===== src/source/uart_pkg.sv =====
`default_nettype none

package uart_pkg;

  // one data byte on the serial line
  typedef logic [7:0] uart_byte_t;

  // 65 MHz / 115200 baud, rounded down
  localparam int clks_per_bit_default = 564;

  // bit timer width, sized for the default rate
  localparam int bit_cnt_w = $clog2(clks_per_bit_default);

endpackage

`default_nettype wire

===== src/source/hand_pkg.sv =====
`default_nettype none

package hand_pkg;

  typedef logic [11:0] coord_y_t; // vertical position in pixels
  typedef logic [13:0] coord_z_t; // depth estimate

  // y sits above z, 26 bits in all
  typedef struct packed {
    coord_y_t y;
    coord_z_t z;
  } hand_coord_t;

  // sync byte, chosen so it rarely shows up in idle noise
  localparam uart_pkg::uart_byte_t frame_header = 8'hA5;

  // payload is {0,y_hi} y_lo {0,z_hi} z_lo
  localparam int frame_payload_len = 4;

  // header + payload + xor checksum
  localparam int frame_len = frame_payload_len + 2;

endpackage

`default_nettype wire


===== src/source/hand_link_top.sv =====
`default_nettype none

module hand_link_top #(
  parameter int clks_per_bit = uart_pkg::clks_per_bit_default
) (
  input wire clk_65mhz,
  input wire rst_n,
  input wire send, // transmit hand_in as one frame
  input wire rxd,
  input wire hand_pkg::hand_coord_t hand_in,
  output logic txd,
  output logic tx_busy, // high for the whole outgoing frame
  output logic hand_valid,
  output logic frame_error,
  output hand_pkg::hand_coord_t hand_out,
  output logic [6:0] cat,
  output logic [7:0] an
);
  import uart_pkg::*;
  import hand_pkg::*;

  logic tx_start;
  uart_byte_t tx_data;
  logic byte_busy; // per-byte busy, tx_busy spans the frame
  uart_byte_t rx_data;
  logic rx_valid;
  hand_coord_t shown;

  // transmit side
  coord_framer i_coord_framer (
    .clk_65mhz(clk_65mhz),
    .rst_n(rst_n),
    .send(send),
    .hand_in(hand_in),
    .byte_busy(byte_busy),
    .tx_start(tx_start),
    .tx_data(tx_data),
    .frame_busy(tx_busy)
  );

  uart_transmitter #(.clks_per_bit(clks_per_bit)) i_uart_transmitter (
    .clk_65mhz(clk_65mhz),
    .rst_n(rst_n),
    .tx_start(tx_start),
    .tx_data(tx_data),
    .txd(txd),
    .tx_busy(byte_busy)
  );

  // receive side
  uart_receiver #(.clks_per_bit(clks_per_bit)) i_uart_receiver (
    .clk_65mhz(clk_65mhz),
    .rst_n(rst_n),
    .rxd(rxd),
    .rx_data(rx_data),
    .rx_valid(rx_valid)
  );

  coord_deframer i_coord_deframer (
    .clk_65mhz(clk_65mhz),
    .rst_n(rst_n),
    .rx_valid(rx_valid),
    .rx_data(rx_data),
    .hand_out(hand_out),
    .hand_valid(hand_valid),
    .frame_error(frame_error),
    .shown(shown)
  );

  seven_segment_controller i_seven_segment_controller (
    .clk_65mhz(clk_65mhz),
    .rst_n(rst_n),
    .shown(shown),
    .cat(cat), // {g,f,e,d,c,b,a}
    .an(an)
  );

endmodule

`default_nettype wire


===== src/source/seven_segment_controller.sv =====
`default_nettype none

module seven_segment_controller (
  input wire clk_65mhz,
  input wire rst_n,
  input wire hand_pkg::hand_coord_t shown,
  output logic [6:0] cat, // g..a, low lights a segment
  output logic [7:0] an // low enables a digit
);

  logic [9:0] prescale; // 1024 cycles per digit
  logic [2:0] digit; // digit currently lit
  logic scan_on; // blank until the first step
  logic [31:0] disp;
  logic [3:0] nibble;
  logic [6:0] seg_on; // active high pattern

  // top digit always reads 0, z gets two pad bits
  assign disp = {4'h0, shown.y, 2'b00, shown.z};
  assign nibble = disp[{digit, 2'b00} +: 4];
  assign an = scan_on ? ~(8'd1 << digit) : 8'hff;
  assign cat = ~seg_on;

  always_comb begin
    case (nibble)
      4'h0: seg_on = 7'b0111111;
      4'h1: seg_on = 7'b0000110;
      4'h2: seg_on = 7'b1011011;
      4'h3: seg_on = 7'b1001111;
      4'h4: seg_on = 7'b1100110;
      4'h5: seg_on = 7'b1101101;
      4'h6: seg_on = 7'b1111101;
      4'h7: seg_on = 7'b0000111;
      4'h8: seg_on = 7'b1111111;
      4'h9: seg_on = 7'b1101111;
      4'ha: seg_on = 7'b1110111;
      4'hb: seg_on = 7'b1111100; // lower case b
      4'hc: seg_on = 7'b0111001;
      4'hd: seg_on = 7'b1011110; // lower case d
      4'he: seg_on = 7'b1111001;
      default: seg_on = 7'b1110001; // F
    endcase
  end

  always_ff @(posedge clk_65mhz or negedge rst_n) begin
    if (!rst_n) begin
      prescale <= '0;
      digit <= '0;
      scan_on <= 1'b0;
    end else begin
      prescale <= prescale + 1'b1;
      if (&prescale) begin
        scan_on <= 1'b1;
        if (scan_on) digit <= digit + 1'b1; // first step lights digit 0
      end
    end
  end

endmodule

`default_nettype wire


===== src/source/coord_deframer.sv =====
`default_nettype none

module coord_deframer (
  input wire clk_65mhz,
  input wire rst_n,
  input wire rx_valid,
  input wire uart_pkg::uart_byte_t rx_data,
  output hand_pkg::hand_coord_t hand_out, // meaningful while hand_valid is high
  output logic hand_valid,
  output logic frame_error,
  output hand_pkg::hand_coord_t shown // last good coordinate
);
  import uart_pkg::*;
  import hand_pkg::*;

  typedef enum logic [1:0] {
    st_hunt,
    st_payload,
    st_check
  } df_state_t;

  df_state_t state;
  logic [1:0] pay_idx;
  uart_byte_t pay [frame_payload_len];
  uart_byte_t run_xor; // xor of payload so far

  // undo the byte packing, the zero pad bits are dropped
  assign hand_out.y = {pay[0][3:0], pay[1]};
  assign hand_out.z = {pay[2][5:0], pay[3]};

  always_ff @(posedge clk_65mhz or negedge rst_n) begin
    if (!rst_n) begin
      state <= st_hunt;
      pay_idx <= '0;
      hand_valid <= 1'b0;
      frame_error <= 1'b0;
      shown <= '0;
    end else begin
      hand_valid <= 1'b0;
      frame_error <= 1'b0;
      if (rx_valid) begin
        case (state)
          st_hunt: if (rx_data == frame_header) begin // anything else is junk
            state <= st_payload;
            pay_idx <= '0;
          end
          st_payload: begin
            pay_idx <= pay_idx + 1'b1;
            if (pay_idx == 2'(frame_payload_len - 1)) state <= st_check;
          end
          st_check: begin
            state <= st_hunt; // good or bad, look for the next header
            if (rx_data == run_xor) begin
              hand_valid <= 1'b1;
              shown <= hand_out;
            end else begin
              frame_error <= 1'b1;
            end
          end
          default: state <= st_hunt;
        endcase
      end
    end
  end

  always_ff @(posedge clk_65mhz) begin
    if (rx_valid && state == st_hunt) run_xor <= '0;
    if (rx_valid && state == st_payload) begin
      pay[pay_idx] <= rx_data;
      run_xor <= run_xor ^ rx_data;
    end
  end

endmodule

`default_nettype wire


===== src/source/coord_framer.sv =====
`default_nettype none

module coord_framer (
  input wire clk_65mhz,
  input wire rst_n,
  input wire send, // one-cycle request, dropped while frame_busy
  input wire hand_pkg::hand_coord_t hand_in,
  input wire byte_busy, // from the transmitter
  output logic tx_start,
  output uart_pkg::uart_byte_t tx_data,
  output logic frame_busy
);
  import uart_pkg::*;
  import hand_pkg::*;

  hand_coord_t coord_q; // coordinate frozen for the whole frame
  uart_byte_t pay [frame_payload_len];
  uart_byte_t checksum;
  uart_byte_t next_byte;
  logic [2:0] byte_idx; // 0 header, 1..4 payload, 5 checksum
  logic last; // all bytes handed over
  logic byte_idle; // transmitter free and no strobe in flight
  logic issue;

  assign pay[0] = {4'h0, coord_q.y[11:8]};
  assign pay[1] = coord_q.y[7:0];
  assign pay[2] = {2'b00, coord_q.z[13:8]};
  assign pay[3] = coord_q.z[7:0];
  assign checksum = pay[0] ^ pay[1] ^ pay[2] ^ pay[3];

  assign last = (byte_idx == 3'(frame_len));
  assign byte_idle = !byte_busy && !tx_start; // busy rises a cycle after the strobe
  assign issue = frame_busy && byte_idle && !last;

  always_comb begin
    case (byte_idx)
      3'd0: next_byte = frame_header;
      3'd5: next_byte = checksum;
      default: next_byte = pay[2'(byte_idx - 3'd1)];
    endcase
  end

  always_ff @(posedge clk_65mhz or negedge rst_n) begin
    if (!rst_n) begin
      frame_busy <= 1'b0;
      tx_start <= 1'b0;
      byte_idx <= '0;
    end else begin
      tx_start <= 1'b0;
      if (!frame_busy) begin
        byte_idx <= '0;
        frame_busy <= send;
      end else if (issue) begin
        tx_start <= 1'b1;
        byte_idx <= byte_idx + 1'b1;
      end else if (byte_idle && last) begin
        frame_busy <= 1'b0; // checksum byte fully out
      end
    end
  end

  always_ff @(posedge clk_65mhz) begin
    if (send && !frame_busy) coord_q <= hand_in;
    if (issue) tx_data <= next_byte; // lands with tx_start
  end

endmodule

`default_nettype wire


===== src/source/uart_transmitter.sv =====
`default_nettype none

module uart_transmitter #(
  parameter int clks_per_bit = uart_pkg::clks_per_bit_default
) (
  input wire clk_65mhz,
  input wire rst_n,
  input wire tx_start, // one-cycle strobe, ignored while busy
  input wire uart_pkg::uart_byte_t tx_data,
  output logic txd,
  output logic tx_busy
);
  import uart_pkg::*;

  logic [bit_cnt_w-1:0] bit_timer;
  logic [3:0] bit_num; // 0 is start, 9 is stop
  logic tail; // idle cycle after stop bit, still busy
  logic [8:0] shifter; // data bits then stop bit
  logic bit_end;

  assign bit_end = tx_busy && !tail && (bit_timer == bit_cnt_w'(clks_per_bit - 1));

  always_ff @(posedge clk_65mhz or negedge rst_n) begin
    if (!rst_n) begin
      txd <= 1'b1; // line idles high
      tx_busy <= 1'b0;
      tail <= 1'b0;
      bit_timer <= '0;
      bit_num <= '0;
    end else if (!tx_busy) begin
      if (tx_start) begin
        txd <= 1'b0; // start bit goes out right away
        tx_busy <= 1'b1;
        bit_timer <= '0;
        bit_num <= '0;
      end
    end else if (tail) begin
      tx_busy <= 1'b0;
      tail <= 1'b0;
    end else if (bit_end) begin
      bit_timer <= '0;
      if (bit_num == 4'd9) begin
        tail <= 1'b1; // stop bit done
        txd <= 1'b1;
      end else begin
        txd <= shifter[0];
        bit_num <= bit_num + 1'b1;
      end
    end else begin
      bit_timer <= bit_timer + 1'b1;
    end
  end

  // shifts in ones from the top, so the stop bit falls out last
  always_ff @(posedge clk_65mhz) begin
    if (tx_start && !tx_busy) shifter <= {1'b1, tx_data};
    else if (bit_end) shifter <= {1'b1, shifter[8:1]};
  end

endmodule

`default_nettype wire


===== src/source/uart_receiver.sv =====
`default_nettype none

module uart_receiver #(
  parameter int clks_per_bit = uart_pkg::clks_per_bit_default
) (
  input wire clk_65mhz,
  input wire rst_n,
  input wire rxd, // raw serial in, asynchronous
  output uart_pkg::uart_byte_t rx_data,
  output logic rx_valid // one cycle per good byte
);
  import uart_pkg::*;

  typedef enum logic [1:0] {
    st_idle,
    st_start,
    st_data,
    st_stop
  } rx_state_t;

  rx_state_t state;
  logic rx_meta, rx_sync, rx_prev; // two-flop sync plus edge history
  logic [bit_cnt_w-1:0] bit_timer;
  logic [2:0] bit_num;
  uart_byte_t shifter;
  logic half_tick, full_tick;

  assign half_tick = (bit_timer == bit_cnt_w'(clks_per_bit / 2 - 1)); // middle of start bit
  assign full_tick = (bit_timer == bit_cnt_w'(clks_per_bit - 1)); // one bit later

  // line idles high, so sync flops come out of reset high
  always_ff @(posedge clk_65mhz or negedge rst_n) begin
    if (!rst_n) begin
      rx_meta <= 1'b1;
      rx_sync <= 1'b1;
      rx_prev <= 1'b1;
    end else begin
      rx_meta <= rxd;
      rx_sync <= rx_meta;
      rx_prev <= rx_sync;
    end
  end

  always_ff @(posedge clk_65mhz or negedge rst_n) begin
    if (!rst_n) begin
      state <= st_idle;
      bit_timer <= '0;
      bit_num <= '0;
      rx_valid <= 1'b0;
    end else begin
      rx_valid <= 1'b0;
      bit_timer <= bit_timer + 1'b1;
      case (state)
        st_idle: begin
          bit_timer <= '0;
          if (rx_prev && !rx_sync) state <= st_start; // falling edge
        end
        st_start: if (half_tick) begin
          bit_timer <= '0;
          bit_num <= '0;
          state <= rx_sync ? st_idle : st_data; // glitch if line went back high
        end
        st_data: if (full_tick) begin
          bit_timer <= '0;
          bit_num <= bit_num + 1'b1;
          if (bit_num == 3'd7) state <= st_stop;
        end
        st_stop: if (full_tick) begin
          state <= st_idle; // back to idle at mid stop bit
          rx_valid <= rx_sync; // framing error drops the byte
        end
        default: state <= st_idle;
      endcase
    end
  end

  // data bits arrive lsb first
  always_ff @(posedge clk_65mhz) begin
    if (state == st_data && full_tick) shifter <= {rx_sync, shifter[7:1]};
    if (state == st_stop && full_tick && rx_sync) rx_data <= shifter;
  end

endmodule

`default_nettype wire


===== config.mk =====
export PLATFORM = sky130hd
export DESIGN_NAME = hand_link_top
export DESIGN_NICKNAME = d
export VERILOG_FILES = /design/src/source/uart_pkg.sv /design/src/source/hand_pkg.sv /design/src/source/hand_link_top.sv /design/src/source/seven_segment_controller.sv /design/src/source/coord_deframer.sv /design/src/source/coord_framer.sv /design/src/source/uart_transmitter.sv /design/src/source/uart_receiver.sv
export SDC_FILE = /design/constraint.sdc
export NUM_CORES = 1
export LEC_CHECK = 0
export ABC_AREA = 1
export BUFFER_PORTS_ARGS = -buffer_cell sky130_fd_sc_hd__buf_2
export CORE_UTILIZATION = 28
export DETAILED_ROUTE_END_ITERATION = 16
export PLACE_DENSITY_LB_ADDON = 0.08
export SYNTH_ARGS = -nofsm -noshare
export SYNTH_HDL_FRONTEND = slang
export SYNTH_SLANG_ARGS = --single-unit

===== constraint.sdc =====
create_clock -name clk_65mhz -period 2.5 [get_ports clk_65mhz]
set_clock_uncertainty 0.1 [all_clocks]
set_input_delay 0.125 -clock clk_65mhz [delete_from_list [all_inputs] [get_ports clk_65mhz]]
set_output_delay 0.125 -clock clk_65mhz [all_outputs]
set_load 0.01 [all_outputs]

==> impl_metrics.env <==
export IMPL_outcome="finished, final reports clean"
export IMPL_end_kind="output pin"
export IMPL_fin_area_sq_mm=0.0102
export IMPL_grt_overflow_total=0
export IMPL_maxCapViolCount=0
export IMPL_ys_seq_area_frac=0.597
export IMPL_synth_cells=838
export IMPL_syn_nets=901
export IMPL_slew_headroom=0.587
export IMPL_vdd_drop_max_mv=0.442
export IMPL_setup_viol=0
export IMPL_antennaDiodeCount=0
export IMPL_hp_class="in2async"
export IMPL_r2r_slack_ns=0.40
export IMPL_cts_clk_slew_worst_paths_ns=0.07
export IMPL_core_rowCount=62
export IMPL_cp_required_ns=2.28
export IMPL_cts_tree="yes"
export IMPL_post_synth_top_area_cell="edfxtp_1"
export IMPL_synth_area_top_cells="edfxtp_1, dfrtp_1, nand2_1"
export IMPL_htreeDepth=4
export IMPL_antenna_found_initial=0
export IMPL_die_area_sq_mm=0.0303
export IMPL_setup_tns_ns=0
export IMPL_grt_max_degree=43
export IMPL_drc=0
export IMPL_start_util=0.286
export IMPL_die_height_um=174
export IMPL_cpPeakStageDelay_ns=0.45
export IMPL_post_route_period_util=0.947
export IMPL_fmax_mhz=422
export IMPL_crit_type="reg2out"
export IMPL_seq_area_sq_mm=0.00495
export IMPL_gp_congestion=0.785
export IMPL_drv_slew=0
export IMPL_power_leakage_nw=4.55
export IMPL_synth_cell_types=34
export IMPL_start_kind="flip-flop"
export IMPL_period_needed_ns=2.37
export IMPL_drt_wl_total_um=18500
export IMPL_r2r_start="i_uart_receiver.rx_data[7]"
export IMPL_synth_area_sq_mm=0.00828
export IMPL_dpl_cell_area_sq_mm=0.00924
export IMPL_post_place_ws_ns=0.258
export IMPL_avgSynthCellArea_sq_um=9.89
export IMPL_io_pins=75
export IMPL_grt_pass1_wl_um=31000
export IMPL_timing_final_ws_setup_ns=0.132
export IMPL_routedWlPerCell_um=13.5
export IMPL_die_x_um=174
export IMPL_ant_nets=0
export IMPL_critPathBufInv=3
export IMPL_grt_use_total=0.129
export IMPL_cp_arrival_ns=2.14
export IMPL_r2r_cells=6
export IMPL_first_pass_iters=4
export IMPL_worst_path_max_delay_cell="dfrtp_2"
export IMPL_drive_gt1_frac=0.170
export IMPL_yosys_warnings=0
export IMPL_cp_top_family="simple AND/OR/NAND/NOR gates"
export IMPL_numCtsBuffers=17
export IMPL_rsz0062_at_grt="true"
export IMPL_multi_input_area_sq_mm=0.00299
export IMPL_tightest_slew_ns=0.619
export IMPL_clock_latency_ns=0.43
export IMPL_fin_nets=1033
export IMPL_power_density_mw_per_mm2=741
export IMPL_crit_fanout=7
export IMPL_port_buffers=74
export IMPL_core_area_sq_mm=0.0289
export IMPL_hold_ws_ns=0.131
export IMPL_final_hold_viol_count=0
export IMPL_synth_seq_cells=179
export IMPL_areaGrowthSynthToFinish_pct=23.4
export IMPL_hpwl_um=13300
export IMPL_path_common_cell="nand2_1"
export IMPL_crit_chain="buf_6, nor2_1, nor2_1, nand2_1, nand2_2, o21ai_2, buf_6, ha_1, nand2_1, nand3_1, nand2_1, buf_2"
export IMPL_viasPerCell=4.29
export IMPL_via_count=5869
export IMPL_drt_iter0_drc=211
export IMPL_regToRegEndpoint="i_coord_deframer.shown[4]"
export IMPL_grt_pass1_vias=5972
export IMPL_clockBufferDepth=2
export IMPL_cts_sinks=179
export IMPL_nFillCells=2963
export IMPL_cts_root_buffer="clkbuf_16"
export IMPL_yosysTopAreaCellShare=0.333
==> per-stage QoR <==
step           utilization  total power [mW]  std cells
3_3_place_gp         0.319              4.98       1301
5_1_grt              0.353              8.09       1367
4_1_cts              0.350              7.71       1365
3_5_place_dp         0.319              4.98       1301
6_report             0.353              7.58       1367
2_1_floorplan            -              4.53        838
==> worst max path at each step <==
stage	startpoint	slack (ns)	end	cells past startpoint
after global placement	i_seven_segment_controller.digit[1]	0.28	cat[6]	12
final	i_seven_segment_controller.digit[0]	0.13	cat[3]	12
after detailed placement	i_seven_segment_controller.digit[0]	0.26	cat[3]	12
after global routing	i_seven_segment_controller.digit[0]	-0.03	cat[3]	12
after floorplan	i_coord_framer.frame_busy	0.40	i_coord_framer.coord_q[0]	1
after CTS	i_seven_segment_controller.digit[1]	0.02	cat[6]	12
==> synth_stat cells <==
| cell | count |
|---|---|
| a211oi_1 | 1 |
| o21ai_0 | 43 |
| nand4_1 | 28 |
| o21ai_2 | 1 |
| o22ai_1 | 9 |
| buf_4 | 1 |
| a31oi_1 | 1 |
| nor3_4 | 3 |
| a21oi_1 | 9 |
| buf_2 | 11 |
| xnor2_1 | 14 |
| inv_2 | 2 |
| nand2_2 | 1 |
| a21boi_2 | 1 |
| nand2_1 | 222 |
| nor3b_1 | 1 |
| clkinv_1 | 2 |
| nor4_1 | 1 |
| nor3_1 | 11 |
| nand3b_1 | 5 |
| o211ai_1 | 3 |
| nor2_1 | 84 |
| nand3_1 | 51 |
| inv_1 | 83 |
| xor2_1 | 26 |
| dfstp_2 | 4 |
| dfrtp_1 | 83 |
| edfxtp_1 | 92 |
| or2_2 | 3 |
| clkbuf_1 | 5 |
| buf_1 | 1 |
| nand3_4 | 1 |
| o21bai_1 | 2 |
| ha_1 | 33 |
==> final cells by class <==
| class | instances | area share |
|---|---|---|
| Timing Repair Buffer | 131 | 0.0877 |
| Tap cell | 384 | 0.0470 |
| Multi-Input combinational cell | 554 | 0.293 |
| Clock buffer | 20 | 0.0448 |
| Sequential cell | 179 | 0.484 |
| Inverter | 87 | 0.0323 |
| Clock inverter | 12 | 0.0116 |
==> flip-flops by register name, summed over array words and instances (netlist names), 2 cells and up, named ones only <==
register                             flops
i_coord_deframer.pay_idx                 2
i_coord_deframer.shown                  26
i_uart_receiver.shifter                  8
i_uart_receiver.bit_timer               10
i_uart_transmitter.bit_num               4
i_seven_segment_controller.digit         3
i_coord_deframer.run_xor                 8
i_coord_deframer.state                   2
i_uart_transmitter.bit_timer            10
i_coord_framer.coord_q                  26
i_uart_receiver.bit_num                  3
i_uart_receiver.rx_data                  8
i_coord_framer.byte_idx                  3
i_seven_segment_controller.prescale     10
i_coord_framer.tx_data                   8
i_coord_deframer.pay                    26
i_uart_transmitter.shifter               8
==> what timing repair did <==
| item | in CTS | in global routing |
|---|---|---|
| buffers inserted | 3 | 2 |
| gates resized for setup | 5 | 22 |
| hold endpoints to repair | 68 | 0 |
| hold buffers | 29 | 0 |
| endpoints found under the setup margin | 7 | 7 |
| pin swaps | 0 | 3 |
| cloned | 0 | 0 |
==> power breakdown <==
group,switching (mW),internal (mW)
combinational,0.880,0.500
clock,1.20,1.45
sequential,0.182,3.36
==> layout by cell type, fill, tap and decap left out, types with 4 or more instances in the layout <==
| cell type | n |
|---|---|
| nand3b_1 | 5 |
| a21oi_1 | 9 |
| o22ai_1 | 9 |
| nand3_1 | 50 |
| nand2_1 | 216 |
| edfxtp_1 | 92 |
| nor3_1 | 10 |
| nor2_1 | 81 |
| ha_1 | 31 |
| dfstp_2 | 4 |
| dlygate4sd3_1 | 29 |
| buf_2 | 73 |
| o21ai_0 | 41 |
| nand2_2 | 6 |
| xor2_1 | 26 |
| inv_1 | 82 |
| dfrtp_1 | 80 |
| buf_4 | 25 |
| xnor2_1 | 14 |
| nand4_1 | 28 |
| clkbuf_16 | 18 |
==> metal layers <==
| metal | routed length (um) | GRT usage |
|---|---|---|
| met5 | 0 | 0 |
| met4 | 204 | 0.0384 |
| met3 | 373 | 0.0258 |
| met2 | 8980 | 0.215 |
| met1 | 8930 | 0.168 |
==> kinds of logic after synthesis <==
| logic type | count (synthesis) | share of synthesized area |
|---|---|---|
| flip-flops | 179 | 0.597 |
| AND/OR/NAND/NOR | 411 | 0.214 |
| XOR/XNOR | 40 | 0.0423 |
| adder cells (fa/ha/maj) | 33 | 0.0498 |
| AO/OA/AOI/OAI | 70 | 0.0468 |
| buffers and inverters | 105 | 0.0497 |
Power figures use the tool's default switching activity.
